File: config.mk
export PLATFORM = sky130hd
export DESIGN_NAME = vc_credit_return_stage
export DESIGN_NICKNAME = d
export VERILOG_FILES = /design/src/rtl/vc_link_pkg.sv /design/src/rtl/vc_credit_return_stage.sv
export VERILOG_INCLUDE_DIRS = /design/src /design/src/include
export SDC_FILE = /design/constraint.sdc
export NUM_CORES = 1
export LEC_CHECK = 0
export BUFFER_PORTS_ARGS = -buffer_cell sky130_fd_sc_hd__buf_4
export CAP_MARGIN = 40
export CELL_PAD_IN_SITES_DETAIL_PLACEMENT = 1
export CELL_PAD_IN_SITES_GLOBAL_PLACEMENT = 2
export CORE_MARGIN = 5
export CORE_UTILIZATION = 18
export CTS_CLUSTER_SIZE = 14
export DETAILED_ROUTE_END_ITERATION = 12
export PLACE_DENSITY = 0.74
export SLEW_MARGIN = 15
export SYNTH_ARGS = -nofsm -noshare
export SYNTH_HDL_FRONTEND = slang
export SYNTH_SLANG_ARGS = --single-unit
File: constraint.sdc
create_clock -name clk -period 0.8 [get_ports clk]
set_input_delay 0.12 -clock clk [delete_from_list [all_inputs] [get_ports clk]]
set_output_delay 0.12 -clock clk [all_outputs]
set_load 0.02 [all_outputs]
File: src/include/vc_link_config.svh
// --------------------------------------------------
// Build-time sizes of the VC credit link.
// VC count, payload width, credit limits and derived widths.
// --------------------------------------------------
`ifndef VC_LINK_CONFIG_SVH
`define VC_LINK_CONFIG_SVH

// Virtual channels sharing the link.
`define VC_NUM_VCS 4
// Payload bits per flit.
`define VC_DATA_WIDTH 16
// Most credits one VC can hold.
`define VC_MAX_CREDIT 7
// Most credits one VC gets back per cycle.
`define VC_CREDIT_CHANGE_MAX 2

// Derived widths.
`define VC_ID_WIDTH ($clog2(`VC_NUM_VCS))
`define VC_COUNT_WIDTH ($clog2(`VC_MAX_CREDIT + 1))
`define VC_CHANGE_WIDTH ($clog2(`VC_CREDIT_CHANGE_MAX + 1))

`endif

File: src/rtl/vc_link_pkg.sv
// --------------------------------------------------
// Shared types of the VC credit link.
// Link flit, receiver credit return word, credit status.
// --------------------------------------------------
`include "vc_link_config.svh"

package vc_link_pkg;

  // One flit on the shared link.
  typedef struct packed {
    // Virtual channel the payload belongs to.
    logic [`VC_ID_WIDTH-1:0]   vc;
    logic [`VC_DATA_WIDTH-1:0] data;
  } vc_flit_t;

  // Word the receiver drives back every cycle.
  typedef struct packed {
    // Receiver is in reset, all counters reload.
    logic                                          receiver_in_reset;
    // Credits returned this cycle, one field per VC.
    logic [`VC_NUM_VCS-1:0][`VC_CHANGE_WIDTH-1:0] count;
  } vc_credit_return_t;

  // Credit state of one VC.
  typedef struct packed {
    // Stored credits.
    logic [`VC_COUNT_WIDTH-1:0] count;
    // Credits usable now, after withhold.
    logic [`VC_COUNT_WIDTH-1:0] available;
  } vc_credit_status_t;

endpackage

File: src/rtl/vc_credit_return_stage.sv
// --------------------------------------------------
// Receiver credit return register.
// Per-VC increments and the counter reload level.
// --------------------------------------------------
`timescale 1ns/1ns
`include "vc_link_config.svh"

module vc_credit_return_stage (
  input  logic                                          clk,
  input  logic                                          arst_n,
  // Raw return word from the receiver.
  input  vc_link_pkg::vc_credit_return_t                credit_return,
  // Credits to add, one field per VC.
  output logic [`VC_NUM_VCS-1:0][`VC_CHANGE_WIDTH-1:0] incr,
  // Reload all counters from their initial value.
  output logic                                          reload
);

  // Registered copy of the receiver word.
  vc_link_pkg::vc_credit_return_t return_q;

  // --------------------------------------------------
  // Input register
  // --------------------------------------------------
  // One cycle of delay on the whole word.
  // Counters add it at the following edge.
  always_ff @(posedge clk or negedge arst_n) begin
    if (!arst_n) begin
      return_q <= '0;
    end else begin
      return_q <= credit_return;
    end
  end

  // Receiver reset becomes a reload level one cycle later.
  assign reload = return_q.receiver_in_reset;

  // Credits sent alongside a receiver reset are dropped.
  // The reload restores the full count anyway.
  assign incr = reload ? '0 : return_q.count;

  // --------------------------------------------------
  // Checks
  // --------------------------------------------------
  // The receiver returns at most the agreed amount per VC.
  for (genvar i = 0; i < `VC_NUM_VCS; i++) begin : gen_chk
    a_return_in_range: assert property (
      @(posedge clk) disable iff (!arst_n)
      credit_return.count[i] <= `VC_CREDIT_CHANGE_MAX
    );
  end

endmodule

==> out/metrics.cfg <==
[logic_synthesis]
netlist_instances = 17
synth.most_common_cell = dfrtp_1
synth_top_family_by_area = simple AND/OR/NAND/NOR gates
synth_top_area_frac = 0.818
synth_compound_area_frac = 0
synthAdderAreaFrac = 0
syn_area_um2 = 275
yosys-top-cells-count = 9 x dfrtp_1, 8 x nor2b_1
synth_top_cell_by_area = dfrtp_1
ys_types = 2
synth_ff_type = dfrtp_1
yosys.area_share.xor_xnor = 0
synth_edf_count = 0
yosys.area_share.simple = 0.182
synth.top_cells.by_area = dfrtp_1 82%, nor2b_1 18%
synthMuxAreaShare = 0
ys_ff_latch = 9
syn_nets = 28
yosysWarnings = 0
synth.avg_cell_area_um2 = 16.2
ys_seq_area_frac = 0.818
async_reset_ff_frac = 1.00

[power]
combPwrFrac = 0.221
p_sw_mw = 0.245
p_clk_frac = 0.318
vdd_ir_drop_max_v = 0.000801
swShare = 0.230
internal_power_mw = 0.818
p_leak_nw = 0.337
pwr-share-seq = 0.461
power.density_nw_per_um2 = 1550

[timing]
rsz0062_at_grt = true
finalHoldViolCount = 0
finalCritPeriodShare = 1.57
relSlewSlack = 0.918
finalCriticalPeriod_ns = 1.25
fmax_ghz = 0.798
holdWs_ns = 0.226
slew_violations = 0
fin_ws_ns = -0.453
setup_viol = 9
worst_pin_slew_ns = 0.122

[place]
portBuffers = 19
hpwl_um = 660
place_congestion = 0.638

[setup_path]
critPathLaunchType = register
critPathKind = register to primary output
max_stage_delay_ns = 0.50
path_buf_inv = 2
arrival_ns = 1.13
path_max_fanout = 4
cp_slowest_cell = dfrtp_4
path_delay_family = flip-flops
cp.required_ns = 0.68
endpoint_kind = primary output
crit_chain = buf_6 > nor2b_4 > buf_4

[global_routing]
antenna_found_initial = 0
grt_pass1_wl_um = 1560
first_global_vias = 354
overflow = 0
grt_max_degree = 10
grt_util_all_layers = 0.0910

[drt]
drcViolationCount = 0
drtAntennaViolNets = 0
first_pass_iters = 2
avgViaCountPerCell = 3.97
drt_iter0_drc = 2
routed_wl_um = 942
wl_per_cell_um = 13.7
vias = 274

[die]
coreArea_um2 = 1470
die_h_um = 49.1
pin_count = 20
fp.dieW_um = 49.1
num_rows = 14
start_util = 0.187
die_area_um2 = 2410

[final_layout]
area_delta_synth_final_pct = 149
nets = 65
utilization = 0.465
diodes = 0
n_fill_cell = 154
drive_above_1_share = 0.642

[clocking]
h-tree-depth = 1
clock_path_buffers = 2
cts.clk_slew.worst_paths_ns = 0.06
clock-sinks = 9
cts_tree = built
cts-root-buf = clkbuf_4
cts_buffers = 3

[job]
maxCapViolCount = 0

[outcome]
violations = negative setup slack
status = finished, violations left

[hold_path]
hp-class = input pin to async pin

[cells in the final DEF (no fill, tap or decap), drive strengths merged]
| master | synthesis | routed |
|---|---|---|
| dfrtp | 9 | 9 |
| nor2b | 8 | 8 |
| buf | 0 | 22 |
| dlygate4sd3 | 0 | 10 |
| clkbuf | 0 | 4 |
[registers in the layout (all words and copies together) (netlist names)]
name      cells
reload        1
return_q      8
[area by class of cell]
type / count / area, um^2 / share of cell area
well taps: 16 / 20.0 / 0.0293
repair buffers: 32 / 299 / 0.437
multi-input cells: 8 / 110 / 0.161
flip-flops and latches: 9 / 229 / 0.335
clock buffers: 4 / 26.3 / 0.0384
[cells by family after synthesis]
logic type       after synthesis
AND/OR/NAND/NOR                8
flip-flops                     9
[worst max-delay path by stage]
stage	startpoint	endpoint	slack (ns)	cells past startpoint
finish	reload	incr[5]	-0.45	3
global route	reload	incr[0]	-0.50	3
CTS	reload	incr[2]	-0.46	2
detailed placement	reload	incr[7]	-0.16	2
global placement	reload	incr[2]	-0.14	2
floorplan	reload	incr[0]	-0.1	1
[metrics by stage]
stage | TNS (ns) | instances | worst slack [ns] | area [um^2] | total power [mW]
final | -3.91 | 69 | -0.453 | 684 | 1.06
after global routing | -4.36 | 69 | -0.503 | 684 | 1.13
after CTS | -4.01 | 66 | -0.458 | 626 | 1.06
after detailed placement | -1.38 | 52 | -0.158 | 499 | 0.665
after global placement | -1.21 | 52 | -0.141 | 499 | 0.658
after floorplan | -0.781 | 17 | -0.0977 | 337 | 0.574
[power by group through the flow]
stage | Sequential (mW) | Clock [mW] | Combinational, mW
5_1_grt | 0.492 | 0.389 | 0.253
6_report | 0.490 | 0.338 | 0.235
2_1_floorplan | 0.510 | 0 | 0.0646
4_1_cts | 0.504 | 0.363 | 0.193
3_3_place_gp | 0.508 | 0 | 0.150
3_5_place_dp | 0.512 | 0 | 0.152
[routing by layer]
layer | track usage | routed length [um] | share of wire
met5 | 0 | 0 | 0
met4 | 0.0404 | 11 | 0.012
met3 | 0.0673 | 116 | 0.12
met2 | 0.170 | 520 | 0.55
met1 | 0.0653 | 294 | 0.31
[timing repair]
item	in CTS	in global routing
setup endpoints to repair	9	9
gates cloned	0	0
buffers inserted	0	3
hold buffers	10	0
resized for setup	0	11
hold endpoints to repair	18	0
No activity file was read; power rests on OpenSTA's default activity.
