`src/include/vc_link_config.svh`:
```
// --------------------------------------------------
// Build-time sizes of the VC credit link.
// VC count, payload width, credit limits and derived widths.
// --------------------------------------------------
`ifndef VC_LINK_CONFIG_SVH
`define VC_LINK_CONFIG_SVH

// Virtual channels sharing the link.
`define VC_NUM_VCS 4
// Payload bits per flit.
`define VC_DATA_WIDTH 16
// Most credits one VC can hold.
`define VC_MAX_CREDIT 7
// Most credits one VC gets back per cycle.
`define VC_CREDIT_CHANGE_MAX 2

// Derived widths.
`define VC_ID_WIDTH ($clog2(`VC_NUM_VCS))
`define VC_COUNT_WIDTH ($clog2(`VC_MAX_CREDIT + 1))
`define VC_CHANGE_WIDTH ($clog2(`VC_CREDIT_CHANGE_MAX + 1))

`endif

```
`src/rtl/vc_link_pkg.sv`:
```
// --------------------------------------------------
// Shared types of the VC credit link.
// Link flit, receiver credit return word, credit status.
// --------------------------------------------------
`include "vc_link_config.svh"

package vc_link_pkg;

  // One flit on the shared link.
  typedef struct packed {
    // Virtual channel the payload belongs to.
    logic [`VC_ID_WIDTH-1:0]   vc;
    logic [`VC_DATA_WIDTH-1:0] data;
  } vc_flit_t;

  // Word the receiver drives back every cycle.
  typedef struct packed {
    // Receiver is in reset, all counters reload.
    logic                                          receiver_in_reset;
    // Credits returned this cycle, one field per VC.
    logic [`VC_NUM_VCS-1:0][`VC_CHANGE_WIDTH-1:0] count;
  } vc_credit_return_t;

  // Credit state of one VC.
  typedef struct packed {
    // Stored credits.
    logic [`VC_COUNT_WIDTH-1:0] count;
    // Credits usable now, after withhold.
    logic [`VC_COUNT_WIDTH-1:0] available;
  } vc_credit_status_t;

endpackage

```
`src/rtl/vc_credit_counter.sv`:
```
// --------------------------------------------------
// Credit counter of one virtual channel.
// Initial load, return increment, send decrement, withhold.
// --------------------------------------------------
`timescale 1ns/1ns
`include "vc_link_config.svh"

module vc_credit_counter #(
  // Largest count this VC may ever hold.
  parameter int max_credit = `VC_MAX_CREDIT
) (
  input  logic                           clk,
  input  logic                           arst_n,
  // Receiver reset reload level.
  input  logic                           reload,
  // Count loaded at reset and on reload.
  input  logic [`VC_COUNT_WIDTH-1:0]     initial_value,
  // Credits returned this cycle.
  input  logic [`VC_CHANGE_WIDTH-1:0]    incr,
  // One flit sent this cycle.
  input  logic                           decr,
  // Credits held back from use.
  input  logic [`VC_COUNT_WIDTH-1:0]     withhold,
  output vc_link_pkg::vc_credit_status_t status
);

  localparam int cw = `VC_COUNT_WIDTH;

  // Set by the async reset, held one cycle after it.
  logic          load_q;
  // Any reason to reload this cycle.
  logic          load;
  // Stored credit count.
  logic [cw-1:0] count_q;
  // Count after this cycle's changes, one spare bit.
  logic [cw:0]   count_next;

  // --------------------------------------------------
  // Load control
  // --------------------------------------------------
  // Every edge while arst_n is low loads initial_value.
  // The first edge after release loads it once more.
  always_ff @(posedge clk or negedge arst_n) begin
    if (!arst_n) begin
      load_q <= 1'b1;
    end else begin
      load_q <= 1'b0;
    end
  end

  assign load = load_q || reload;

  // --------------------------------------------------
  // Count update
  // --------------------------------------------------
  // Return and send may hit in the same cycle.
  assign count_next = {1'b0, count_q} + (cw + 1)'(incr) - (cw + 1)'(decr);

  always_ff @(posedge clk) begin
    if (load) begin
      count_q <= initial_value;
    end else begin
      count_q <= count_next[cw-1:0];
    end
  end

  // --------------------------------------------------
  // Status
  // --------------------------------------------------
  assign status.count = count_q;

  // Withhold shrinks the usable credit, floored at zero.
  // Nothing is usable while the count is being reloaded.
  always_comb begin
    if (load) begin
      status.available = '0;
    end else if (count_q > withhold) begin
      status.available = count_q - withhold;
    end else begin
      status.available = '0;
    end
  end

  // --------------------------------------------------
  // Checks
  // --------------------------------------------------
  // Returns never push the count past its limit.
  a_count_max: assert property (
    @(posedge clk) disable iff (!arst_n)
    !load |-> count_next <= (cw + 1)'(max_credit)
  );

  // The arbiter only sends on a VC that has usable credit.
  a_decr_credited: assert property (
    @(posedge clk) disable iff (!arst_n)
    decr |-> status.available != '0
  );

endmodule

```
`config.mk`:
```
export PLATFORM = sky130hd
export DESIGN_NAME = vc_credit_counter
export DESIGN_NICKNAME = d
export VERILOG_FILES = /design/src/rtl/vc_link_pkg.sv /design/src/rtl/vc_credit_counter.sv
export VERILOG_INCLUDE_DIRS = /design/src /design/src/include
export SDC_FILE = /design/constraint.sdc
export NUM_CORES = 1
export LEC_CHECK = 0
export ABC_AREA = 1
export BUFFER_PORTS_ARGS = -buffer_cell sky130_fd_sc_hd__buf_2
export CORE_AREA = 2 2 39 41
export DETAILED_ROUTE_END_ITERATION = 12
export DIE_AREA = 0 0 41 43
export GPL_ROUTABILITY_DRIVEN = 1
export PLACE_DENSITY = 0.54
export SLEW_MARGIN = 30
export SYNTH_ARGS = -nofsm -noshare
export SYNTH_HDL_FRONTEND = slang
export SYNTH_SLANG_ARGS = --single-unit
```
`constraint.sdc`:
```
create_clock -name clk -period 3.6 [get_ports clk]
set_input_delay 0 -clock clk [delete_from_list [all_inputs] [get_ports clk]]
set_output_delay 0 -clock clk [all_outputs]
set_load 0.005 [all_outputs]
```
==> flow_summary.ini <==
[floorplan]
die_h_um = 43
boundaryPins = 18
start_util_pct = 27.58
fp-row-count = 14
die_w_um = 41
core_area_um2 = 1384
dieArea_um2 = 1763

[setup_path]
cp_data_required_time_ps = 3600
cp_top_family = adder cells
cp-startpoint = count_q[0]
rr_endpoint = count_q[2]
critPathMaxFanout = 2
crit_cells = 8
crit_end = status[2]
end_kind = output port
r2r_start = count_q[0]
path_cells = inv_1, ha_1, inv_1, fa_1, or2_0, nand3_1, nor2_1, buf_2
cpMaxStageDelayCell = fa_1
arrival_ps = 1610
ff2ff_path_depth = 9
path_class = reg -> out
path_buf_inv = 3
critPathMaxStageDelay_ps = 380
startpoint_type = flip-flop
crit_path_frequent_cell = inv_1
rrSetupSlack_ps = 2040

[routing]
via_per_inst = 4.063
routedWlPerCell_um = 8.021
antenna_left = 0
dr.pass1.iters = 4
wl_um = 762
route.detailed.drc = 0
num_vias = 386
drt-initial-drc-count = 3

[grt]
grt_overflow = 0
grt.total_usage_pct = 11.39
grt_pass1_vias = 367
antenna_found_initial = 0
grt_pass1_wl_mm = 1.317
grt_start_max_net_pins = 7

[synthesis]
syn-cell-area_um2 = 381.6
ys_types = 15
seq_area_frac_synth_pct = 22.62
syn_avg_cell_area_um2 = 7.067
synth_seq_cells = 4
syn_inst = 54
synth_nets = 74
synth_warnings = 0

[clocking]
clk_pin_slew_worst_paths_ps = 40
cts_buffer_depth = 2
ctsHoldBuffers = 4
tritoncts = done
cts_buffers = 3
cts_resized = 0
clkLatencyLatePin_ps = 240
cts_setup_buffers = 0
root_buffer = clkbuf_4
cts.sinks = 4
htreeDepth = 1

[cells_and_area]
final_cell_mix = 17 x buf_2, 16 x nand2_1, 12 x inv_1
antenna_cells = 0
fin_util_pct = 39.96
areaGrowthSynthToFinish_pct = 44.92
final_common_cell = buf_2
fin_nets = 100
drive_gt1_share_pct = 30.38

[power_and_ir_drop]
peakVddDrop_v = 0.0001213
p_leak_nw = 0.3281
powerDensity_nw_per_um2 = 331.3

[timing]
hold_viol_final = 0
fin_skew_ps = 6.387
min_period_ps = 1608
final.setup.tns_ps = 0
fin_crit_sh_pct = 44.68
finalSetupViolCount = 0
rsz0062_at_grt = no
timing.fmax_mhz = 621.7
slew_violations = 0

[place]
dp_hpwl_um = 661.9
routabilityCongestion = 0.7166
portBuffers = 17

[worst_hold_path]
min_from = reload
hp-class = in -> reg

[run]
cap_viol_max_count = 0

[run_status]
status = complete, no violations
## metal layers
| layer | vias to the layer above | global-route usage [%] | routed length [um] |
|---|---|---|---|
| li1 | 210 | - | - |
| met1 | 160 | 12.70 | 313 |
| met2 | 13 | 17.50 | 383 |
| met3 | 3 | 3.141 | 49 |
| met4 | 0 | 8.000 | 16 |
| met5 | - | 0 | 0 |
## state kept, by name (all words and copies together), names as in the netlist
register and count:
count_q 3, load_q 1
## synth_stat cells (all sizes together)
library cell / count / area [um^2]
inv: 13 / 48.79
fa: 2 / 40.04
nor2: 4 / 25.03
dfxtp: 3 / 60.06
conb: 1 / 3.750
a21oi: 1 / 5.000
and2: 1 / 6.260
ha: 6 / 75.07
nand3: 5 / 25.02
dfstp: 1 / 26.28
or2: 1 / 6.260
nand2: 16 / 60.06
## area by class of cell
type,count,area [um^2]
fill,153,830.8
multi-input combinational,37,246.5
timing repair buffer,21,125.1
sequential,4,86.33
inverter,13,48.80
clock buffer,4,26.28
tap,16,20.02
## stage by stage
step | power [W] | setup WS [ps] | hold WS, ps | cell area (um^2) | instances
floorplan | 0.00009728 | 2085 | -147.8 | 381.6 | 54
global placement | 0.0001167 | 2078 | -67.47 | 486.7 | 87
detailed placement | 0.0001194 | 2039 | -65.62 | 486.7 | 87
CTS | 0.0001863 | 1984 | 55.52 | 553.0 | 95
global route | 0.0002010 | 1845 | 80.95 | 553.0 | 95
finish | 0.0001832 | 1992 | 53.51 | 553.0 | 95
## how the worst min path moves through the flow
stage                  to  cells after the start
3_5_place_dp       load_q                      1
5_1_grt        count_q[0]                      4
6_report       count_q[0]                      4
3_3_place_gp       load_q                      1
4_1_cts        count_q[0]                      4
2_1_floorplan      load_q                      0
## worst register-to-register path, cell delays in order, from the launching register on
cell	delay, ps
dfxtp_1	310
inv_1	50
ha_1	260
inv_1	40
ha_1	180
fa_1	390
inv_1	70
nand2_1	50
nand3_1	50
nand2_1	50
## where the power goes
group	total [W]	switching [W]	leakage [nW]	internal (W)
logic	0.0000669	0.0000347	0.277	0.0000321
registers	0.0000537	0.00000383	0.0358	0.0000499
clock network	0.0000626	0.0000209	0.0150	0.0000418
total	0.000183	0.0000595	0.328	0.000124
## cells by family (layout without fill, tap and decap cells)
logic type	Yosys count	in the layout	share of synthesized area, %
other	1	1	0.9827
and+or+nand+nor	27	27	32.13
adders and majority gates	8	8	30.16
AOI/OAI and AO/OA	1	1	1.310
buffers and inverters	13	38	12.79
DFF	4	4	22.62
No activity file was read; power rests on OpenSTA's default activity.
